==> src/cpuPkg.sv <==
package cpuPkg;

    // Primary opcodes, MIPS encodings.
    typedef enum logic [5:0] {
        OpRType = 6'h00,
        OpBeq   = 6'h04,
        OpBne   = 6'h05,
        OpAddiu = 6'h09,
        OpLui   = 6'h0F,
        OpLw    = 6'h23,
        OpSw    = 6'h2B
    } opcode_t;

    typedef enum logic [5:0] {
        FnAddu = 6'h21,
        FnSubu = 6'h23,
        FnAnd  = 6'h24,
        FnOr   = 6'h25,
        FnXor  = 6'h26,
        FnSlt  = 6'h2A
    } funct_t;

    typedef enum logic [2:0] {AluAdd, AluSub, AluAnd, AluOr, AluXor, AluSlt, AluLui} aluOp_t;

    typedef enum logic [1:0] {LsAlu, LsLoad, LsStore} lsKind_t;

    typedef struct packed {
        logic        valid;
        logic        write;
        logic [31:0] addr;   // Byte address, always word aligned.
        logic [31:0] data;
    } memReq_t;

    typedef struct packed {
        logic        valid;
        logic [31:0] data;
    } memRsp_t;

    typedef struct packed {
        logic [31:0] pc;
        logic [31:0] instr;
    } fetchBundle_t;

    typedef struct packed {
        lsKind_t     kind;
        logic [4:0]  dest;
        logic        wrEn;
        logic [31:0] result;    // ALU result, or the address for loads and stores.
        logic [31:0] storeData;
    } lsBundle_t;

endpackage

==> src/regFile.sv <==
`timescale 1ns/100ps

module regFile (
    input  logic        Clock,
    input  logic        nReset,
    input  logic [4:0]  rsAddr,
    input  logic [4:0]  rtAddr,
    output logic [31:0] rsData,
    output logic [31:0] rtData,
    input  logic        wrEn,
    input  logic [4:0]  wrAddr,
    input  logic [31:0] wrData
);

    logic [31:0] regs [32];

    // Register zero reads as zero and a same cycle write is passed straight through.
    function automatic logic [31:0] readPort(input logic [4:0] addr);
        if (addr == 5'd0)
            return 32'd0;
        else if (wrEn && wrAddr == addr)
            return wrData;
        else
            return regs[addr];
    endfunction

    assign rsData = readPort(rsAddr);
    assign rtData = readPort(rtAddr);

    always_ff @(posedge Clock or negedge nReset) begin
        if (!nReset) begin
            for (int i = 0; i < 32; i++)
                regs[i] <= 32'd0;
        end else if (wrEn) begin
            regs[wrAddr] <= wrData;
        end
    end

endmodule

==> src/fetchUnit.sv <==
`timescale 1ns/100ps

module fetchUnit #(
    parameter logic [31:0] ResetPc = 32'h0
) (
    input  logic                 Clock,
    input  logic                 nReset,
    output cpuPkg::memReq_t      fetchReq,
    input  logic                 fetchReqReady,
    input  cpuPkg::memRsp_t      fetchRsp,
    output cpuPkg::fetchBundle_t fetch,
    output logic                 fetchValid,
    input  logic                 fetchReady,
    input  logic                 redirect,
    input  logic [31:0]          redirectPc
);
    import cpuPkg::*;

    typedef enum logic [1:0] {FetchIdle, FetchWait, FetchHold} fetchState_t;

    fetchState_t state;
    logic [31:0] pc;
    logic [31:0] reqPc;
    logic [31:0] holdWord;
    logic        discard;
    logic        accepted;

    always_comb begin
        fetchReq       = '0;
        fetchReq.valid = nReset && (state == FetchIdle); // No request while held in reset.
        fetchReq.addr  = pc;
    end

    assign accepted   = fetchReq.valid && fetchReqReady;
    assign fetchValid = (state == FetchHold);
    assign fetch      = '{pc: reqPc, instr: holdWord};

    always_ff @(posedge Clock or negedge nReset) begin
        if (!nReset) begin
            state   <= FetchIdle;
            pc      <= ResetPc;
            discard <= 1'b0;
        end else begin
            case (state)
                FetchIdle: begin
                    // A request already on the bus must stay stable, so a redirect
                    // only marks it stale.
                    if (accepted) begin
                        state <= FetchWait;
                        pc    <= pc + 32'd4;
                    end
                    if (redirect)
                        discard <= 1'b1;
                end
                FetchWait: begin
                    if (fetchRsp.valid) begin
                        discard <= 1'b0;
                        if (discard || redirect) begin
                            state <= FetchIdle;
                            pc    <= redirect ? redirectPc : reqPc; // Restart on the new path.
                        end else begin
                            state <= FetchHold;
                        end
                    end else if (redirect) begin
                        discard <= 1'b1;
                    end
                end
                default: begin
                    if (redirect) begin
                        state <= FetchIdle;
                        pc    <= redirectPc;
                    end else if (fetchReady) begin
                        state <= FetchIdle;
                    end
                end
            endcase
        end
    end

    // While a stale request is in flight reqPc holds the redirect target.
    always_ff @(posedge Clock) begin
        if (redirect)
            reqPc <= redirectPc;
        else if (accepted && !discard)
            reqPc <= pc;
        if (state == FetchWait && fetchRsp.valid)
            holdWord <= fetchRsp.data;
    end

endmodule

==> src/executeStage.sv <==
`timescale 1ns/100ps

module executeStage (
    input  logic                 Clock,
    input  logic                 nReset,
    input  cpuPkg::fetchBundle_t fetch,
    input  logic                 fetchValid,
    output logic                 fetchReady,
    output logic [4:0]           rsAddr,
    output logic [4:0]           rtAddr,
    input  logic [31:0]          rsData,
    input  logic [31:0]          rtData,
    input  logic [4:0]           busyDest,
    input  logic                 busyValid,
    output cpuPkg::lsBundle_t    ls,
    output logic                 lsValid,
    input  logic                 lsReady,
    output logic                 redirect,
    output logic [31:0]          redirectPc
);
    import cpuPkg::*;

    fetchBundle_t cur;
    logic         curValid;
    opcode_t      op;
    funct_t       fn;
    aluOp_t       aluOp;
    lsKind_t      kind;
    logic [4:0]   dest;
    logic         writes;
    logic         useRs;
    logic         useRt;
    logic [31:0]  immExt;
    logic [31:0]  operandB;
    logic [31:0]  aluResult;
    logic         stall;
    logic         taken;
    logic         leave;

    assign op     = opcode_t'(cur.instr[31:26]);
    assign fn     = funct_t'(cur.instr[5:0]);
    assign rsAddr = cur.instr[25:21];
    assign rtAddr = cur.instr[20:16];
    assign immExt = (op == OpLui) ? {cur.instr[15:0], 16'h0} : {{16{cur.instr[15]}}, cur.instr[15:0]};
    assign operandB = (op == OpRType) ? rtData : immExt;

    always_comb begin
        aluOp  = AluAdd;
        kind   = LsAlu;
        dest   = rtAddr;
        writes = 1'b0;
        useRs  = 1'b1;
        useRt  = 1'b0;
        case (op)
            OpRType: begin
                dest   = cur.instr[15:11];
                useRt  = 1'b1;
                writes = 1'b1;
                case (fn)
                    FnAddu:  aluOp = AluAdd;
                    FnSubu:  aluOp = AluSub;
                    FnAnd:   aluOp = AluAnd;
                    FnOr:    aluOp = AluOr;
                    FnXor:   aluOp = AluXor;
                    FnSlt:   aluOp = AluSlt;
                    default: writes = 1'b0; // Unknown function acts as a no-op.
                endcase
            end
            OpAddiu: writes = 1'b1;
            OpLui: begin
                aluOp  = AluLui;
                useRs  = 1'b0;
                writes = 1'b1;
            end
            OpLw: begin
                kind   = LsLoad;
                writes = 1'b1;
            end
            OpSw: begin
                kind  = LsStore;
                useRt = 1'b1;
            end
            OpBeq, OpBne: useRt = 1'b1;
            default: useRs = 1'b0;
        endcase
    end

    always_comb begin
        case (aluOp)
            AluAdd:  aluResult = rsData + operandB;
            AluSub:  aluResult = rsData - operandB;
            AluAnd:  aluResult = rsData & operandB;
            AluOr:   aluResult = rsData | operandB;
            AluXor:  aluResult = rsData ^ operandB;
            AluSlt:  aluResult = {31'd0, $signed(rsData) < $signed(operandB)};
            default: aluResult = operandB; // LUI, immediate already shifted up.
        endcase
    end

    // Wait while the load/store stage still owes a write to one of our sources.
    assign stall = curValid && busyValid && busyDest != 5'd0 &&
                   ((useRs && rsAddr == busyDest) || (useRt && rtAddr == busyDest));
    assign taken = (op == OpBeq && rsData == rtData) || (op == OpBne && rsData != rtData);

    assign lsValid    = curValid && !stall;
    assign leave      = lsValid && lsReady;
    assign redirect   = leave && taken;
    assign redirectPc = cur.pc + 32'd4 + {immExt[29:0], 2'b00};
    assign fetchReady = !curValid || (leave && !taken);
    assign ls = '{kind: kind, dest: dest, wrEn: writes, result: aluResult, storeData: rtData};

    always_ff @(posedge Clock or negedge nReset) begin
        if (!nReset)
            curValid <= 1'b0;
        else if (fetchValid && fetchReady)
            curValid <= 1'b1;
        else if (leave)
            curValid <= 1'b0;
    end

    always_ff @(posedge Clock) begin
        if (fetchValid && fetchReady)
            cur <= fetch;
    end

endmodule

==> src/loadStoreUnit.sv <==
`timescale 1ns/100ps

module loadStoreUnit (
    input  logic              Clock,
    input  logic              nReset,
    input  cpuPkg::lsBundle_t ls,
    input  logic              lsValid,
    output logic              lsReady,
    output cpuPkg::memReq_t   dataReq,
    input  logic              dataReqReady,
    input  cpuPkg::memRsp_t   dataRsp,
    output logic              wrEn,
    output logic [4:0]        wrAddr,
    output logic [31:0]       wrData,
    output logic [4:0]        busyDest,
    output logic              busyValid
);
    import cpuPkg::*;

    typedef enum logic [1:0] {LsIdle, LsRequest, LsWait} lsState_t;

    lsState_t  state;
    lsBundle_t cur;
    logic      retire;

    // ALU results leave on their first cycle here, memory ops once the response is in.
    assign retire = (state == LsRequest && cur.kind == LsAlu) ||
                    (state == LsWait && dataRsp.valid);
    assign lsReady = (state == LsIdle) || retire;

    always_comb begin
        dataReq.valid = (state == LsRequest) && (cur.kind != LsAlu);
        dataReq.write = (cur.kind == LsStore);
        dataReq.addr  = {cur.result[31:2], 2'b00};
        dataReq.data  = cur.storeData;
    end

    assign wrEn   = retire && cur.wrEn;
    assign wrAddr = cur.dest;
    assign wrData = (cur.kind == LsLoad) ? dataRsp.data : cur.result;

    assign busyDest  = cur.dest;
    assign busyValid = (state != LsIdle) && cur.wrEn && !retire;

    always_ff @(posedge Clock or negedge nReset) begin
        if (!nReset)
            state <= LsIdle;
        else if (lsValid && lsReady)
            state <= LsRequest;
        else if (retire)
            state <= LsIdle;
        else if (dataReq.valid && dataReqReady)
            state <= LsWait;
    end

    always_ff @(posedge Clock) begin
        if (lsValid && lsReady)
            cur <= ls;
    end

endmodule

==> src/memArbiter.sv <==
`timescale 1ns/100ps

module memArbiter (
    input  logic            Clock,
    input  logic            nReset,
    input  cpuPkg::memReq_t fetchReq,
    output logic            fetchReqReady,
    output cpuPkg::memRsp_t fetchRsp,
    input  cpuPkg::memReq_t dataReq,
    output logic            dataReqReady,
    output cpuPkg::memRsp_t dataRsp,
    output cpuPkg::memReq_t memReq,
    input  logic            memReqReady,
    input  cpuPkg::memRsp_t memRsp
);
    import cpuPkg::*;

    typedef enum logic [1:0] {ArbIdle, ArbFetch, ArbData} arbState_t;

    arbState_t state;
    logic      accepted;
    logic      grantFetch;
    logic      grantData;

    // The owner is locked from the first cycle its request is shown to memory,
    // so a later data request cannot change a waiting fetch.
    always_comb begin
        grantData  = 1'b0;
        grantFetch = 1'b0;
        case (state)
            ArbIdle: begin
                grantData  = dataReq.valid;
                grantFetch = !dataReq.valid && fetchReq.valid;
            end
            ArbData:  grantData  = !accepted;
            default:  grantFetch = !accepted;
        endcase
    end

    assign memReq        = grantData ? dataReq : (grantFetch ? fetchReq : '0);
    assign dataReqReady  = grantData && memReqReady;
    assign fetchReqReady = grantFetch && memReqReady;

    assign fetchRsp = '{valid: (state == ArbFetch) && accepted && memRsp.valid, data: memRsp.data};
    assign dataRsp  = '{valid: (state == ArbData) && accepted && memRsp.valid, data: memRsp.data};

    always_ff @(posedge Clock or negedge nReset) begin
        if (!nReset) begin
            state    <= ArbIdle;
            accepted <= 1'b0;
        end else if (state == ArbIdle) begin
            if (grantData)
                state <= ArbData;
            else if (grantFetch)
                state <= ArbFetch;
            accepted <= memReq.valid && memReqReady;
        end else if (accepted && memRsp.valid) begin
            state    <= ArbIdle;
            accepted <= 1'b0;
        end else if (memReq.valid && memReqReady) begin
            accepted <= 1'b1;
        end
    end

endmodule

==> src/cpuCore.sv <==
`timescale 1ns/100ps

module cpuCore #(
    parameter logic [31:0] ResetPc = 32'h0
) (
    input  logic            Clock,
    input  logic            nReset,
    output cpuPkg::memReq_t memReq,
    input  logic            memReqReady,
    input  cpuPkg::memRsp_t memRsp
);
    import cpuPkg::*;

    memReq_t      fetchReq;
    memReq_t      dataReq;
    memRsp_t      fetchRsp;
    memRsp_t      dataRsp;
    logic         fetchReqReady;
    logic         dataReqReady;
    fetchBundle_t fetch;
    logic         fetchValid;
    logic         fetchReady;
    logic         redirect;
    logic [31:0]  redirectPc;
    logic [4:0]   rsAddr;
    logic [4:0]   rtAddr;
    logic [31:0]  rsData;
    logic [31:0]  rtData;
    lsBundle_t    ls;
    logic         lsValid;
    logic         lsReady;
    logic         wrEn;
    logic [4:0]   wrAddr;
    logic [31:0]  wrData;
    logic [4:0]   busyDest;
    logic         busyValid;

    fetchUnit #(.ResetPc(ResetPc)) fetch0 (.*);

    executeStage exec0 (.*);

    regFile regs0 (.*);

    loadStoreUnit lsu0 (.*);

    memArbiter arb0 (.*);

endmodule

==> config.mk <==
export PLATFORM = sky130hd
export DESIGN_NAME = cpuCore
export DESIGN_NICKNAME = d
export VERILOG_FILES = /design/src/cpuPkg.sv /design/src/regFile.sv /design/src/fetchUnit.sv /design/src/executeStage.sv /design/src/loadStoreUnit.sv /design/src/memArbiter.sv /design/src/cpuCore.sv
export SDC_FILE = /design/constraint.sdc
export NUM_CORES = 2
export LEC_CHECK = 0
export BUFFER_PORTS_ARGS = -buffer_cell sky130_fd_sc_hd__buf_2
export CAP_MARGIN = 20
export CORE_MARGIN = 4
export CORE_UTILIZATION = 40
export DETAILED_ROUTE_END_ITERATION = 7
export PLACE_DENSITY = 0.65
export SLEW_MARGIN = 25
export SYNTH_ARGS = -nofsm -noshare
export SYNTH_HDL_FRONTEND = slang
export SYNTH_SLANG_ARGS = --single-unit
==> constraint.sdc <==
create_clock -name Clock -period 7.5 [get_ports Clock]
set_input_delay 0.375 -clock Clock [delete_from_list [all_inputs] [get_ports Clock]]
set_output_delay 0.375 -clock Clock [all_outputs]
set_load 0.02 [all_outputs]
==> metrics.yaml <==
status: "complete, no violations"
drive_gt1_share_pct: 18.4
async_flop_share_pct: 84.2
slew_headroom_pct: 23.0
dieArea_um2: 189000
detail_route.iter0.violations: 7206
numCtsBuffers: 140
grt_pass1_wl_mm: 387
fill_cells: 16500
synthTopCellsByArea: "dfrtp_1, mux4_2, edfxtp_1, a21oi_1, o21ai_0"
top_layer: "met5"
drt-total-wl_mm: 262
startpoint_type: "flop"
peakVddDrop_v: 0.000249
hold_end: "fetch0.holdWord[12]"
cp_common_cell: "a21oi_1"
postCtsResizedCells: 0
critPathMaxFanout: 42
synthCells: 6855
yosysWarnings: 0
yosysSeqAreaShare_pct: 44.8
hold_slack_ns: 0.336
postCtsHoldBufs: 38
cts.sinks: 1265
cp_slowest_cell: "edfxtp_1"
synthFlopType: "dfrtp_1"
first_pass_iters: 6
hp-start: "memRsp[12]"
rr_startpoint: "exec0.rtAddr[0]"
cts_buffer_depth: 3
maxCapViolations: 0
dr_wl_met3_mm: 27.6
syn_to_final_growth_pct: 12.1
portBuffers: 101
via_per_inst: 6.27
worstPathRequired_ns: 8.06
cts_setup_buffers: 0
hold_class: "input pin to flop"
final_nets: 6967
wl_met2_mm: 118
floorplan.initialDensity_pct: 40.3
critPathTopFamily: "compound AO/OA/AOI/OAI gates"
drc: 0
worstPathBufferInverterCount: 2
synth_top_area_cell: "dfrtp_1"
yosysTopAreaCellShare_pct: 36.6
gp_congestion: 1.00
drtAntennaViolNets: 0
crit_type: "flop to flop"
cp_data_arrival_time_ns: 7.43
die_w_um: 435
cts-htree-levels: 4
slew_viol_final: 0
p_leak_nw: 34.1
synth_area_um2: 72900
end_kind: "flop"
reg2reg_to: "lsu0.dataReq[59]"
grtUsageTotal_pct: 27.2
syn-num-nets: 7049
wl_per_cell_um: 28.3
ys_types: 97
final_core_util_pct: 45.1
tightest_slew_ns: 1.15
finalWorstPathRequiredPeriod_ns: 6.87
overflow: 0
vias: 58100
ff2ff_path_depth: 22
synth_area_per_cell_um2: 10.6
synth_edf_count: 200
die_h_um: 435
fin_crit_sh_pct: 91.6
grt_max_degree: 178
rsz0062_at_grt: "no"
place_hpwl_mm: 168
cts_tree: "built"
clock.fmax_mhz: 146
hold_viol: 0
finClkSkew_ns: 0.0399
core_area_um2: 181000
clk_pin_slew_ns: 0.06
setup_tns_ns: 0
power_density_nw_per_um2: 173
total_power_w: 0.0141
wl_met1_mm: 101
clkLatencyLatePin_ns: 0.82
rrSetupSlack_ns: 0.63
grt_pass1_vias: 56700
hold_depth: 2
cp_cell_sequence: "buf_12 -> buf_4 -> mux4_2 -> a22oi_1 -> a21oi_1 -> o21ai_1 -> o21ai_0 -> and2_1 -> a21oi_1 -> ha_1 -> nor2_1 -> nor2_1 -> o21bai_1 -> o211ai_1 -> a21oi_1 -> nand2b_1 -> a2111o_1 -> a31oi_1 -> o21a_1 -> xor2_1 -> o221ai_1 -> o21a_1"
antenna_found_initial: 6
ios: 102
num_rows: 156
setup_viol: 0
clock-root-buffer: "clkbuf_16"
synth-seq-cells: 1265
cpPeakStageDelay_ns: 0.99
-- sequential cells by signal (all words and copies together) (netlist names) --
| name | flops |
|---|---|
| lsu0.dataReq | 62 |
| fetch0.state | 2 |
| fetch0.reqPc | 32 |
| fetch0.holdWord | 32 |
| exec0.rtAddr | 5 |
| exec0.rsAddr | 5 |
| exec0.curValid | 1 |
| arb0.accepted | 1 |
| lsu0.busyDest | 5 |
| arb0.state | 2 |
| exec0.cur | 54 |
| fetch0.discard | 1 |
| lsu0.state | 2 |
| regs0.regs | 1024 |
| lsu0.cur | 5 |
| fetch0.pc | 32 |
-- layout make-up --
class	instances	area, um2	area share [%]
Antenna cell	7	17.5	0.0214
Clock buffer	205	4110	5.04
Clock inverter	41	487	0.596
Inverter	166	627	0.767
Multi-Input combinational cell	4828	37500	46.0
Sequential cell	1265	32700	40.0
Tap cell	2370	2970	3.63
Timing Repair Buffer	372	3270	4.00
-- routing by layer --
metal / GRT usage (%) / vias up
met5: 0 / -
met4: 14.0 / 2
met3: 6.58 / 731
met2: 41.4 / 3291
met1: 36.5 / 29200
li1: - / 24800
-- through the flow --
| step | setup slack, ns | std cells | instance area (um2) |
|---|---|---|---|
| 2_1_floorplan | 1.82 | 6855 | 72900 |
| 3_3_place_gp | 0.837 | 8951 | 76300 |
| 3_5_place_dp | 0.752 | 8959 | 76500 |
| 4_1_cts | 0.767 | 9243 | 81500 |
| 5_1_grt | 0.240 | 9247 | 81700 |
| 6_report | 0.630 | 9254 | 81700 |
-- placed cells by master, fill, tap and decap left out, drive strengths merged, types with 49 or more instances in the layout --
cell,instances
buf,334
and2,92
edfxtp,200
o21ai,666
mux4,542
dfrtp,1065
a22oi,49
nor3,72
nor2,743
clkbuf,205
nand3,55
nand2,763
a21oi,726
ha,155
inv,174
xnor2,81
mux2i,229
-- Yosys cell counts (34+ instances only) --
cell type  number
a211oi_1       34
a21o_1         43
a21oi_1       724
a22o_1         48
a22oi_1        49
and2_1         86
and3_1         34
buf_2          76
buf_4          35
clkbuf_1      428
dfrtp_1      1065
edfxtp_1      200
ha_1          155
inv_1         162
mux2_2         47
mux2i_1       229
mux4_2        542
nand2_1       763
nand3_1        54
nor2_1        743
nor3_1         69
o21ai_0       654
xnor2_1        81
-- report_power, final --
group,total [W],switching (W),internal [W]
clock,0.00701,0.00298,0.00403
sequential,0.00696,0,0.00696
combinational,0.000165,0.000137,0.0000280
total,0.0141,0.00312,0.0110
-- cells by family (layout without fill, tap and decap cells) --
logic type,count (synthesis),in the layout,synth area share (%)
multiplexers,819,819,20.6
other,0,7,0
adder cells (fa/ha/maj),158,158,2.74
XOR/XNOR,100,100,1.20
AO/OA/AOI/OAI,1842,1842,14.6
buffers and inverters,762,784,4.82
flip-flops,1265,1265,44.8
AND/OR/NAND/NOR,1909,1909,11.2
-- worst max path at each step --
stage / startpoint / endpoint / cells past startpoint
final: exec0.rtAddr[0] / lsu0.dataReq[59] / 22
after detailed placement: exec0.rtAddr[0] / lsu0.dataReq[59] / 22
after CTS: exec0.rtAddr[0] / lsu0.dataReq[59] / 22
after floorplan: exec0.rsAddr[0] / fetch0.reqPc[0] / 18
after global placement: exec0.rtAddr[0] / lsu0.dataReq[59] / 22
after global routing: exec0.rtAddr[0] / lsu0.dataReq[59] / 23
Note: power is estimated with default switching activity, not from simulation.
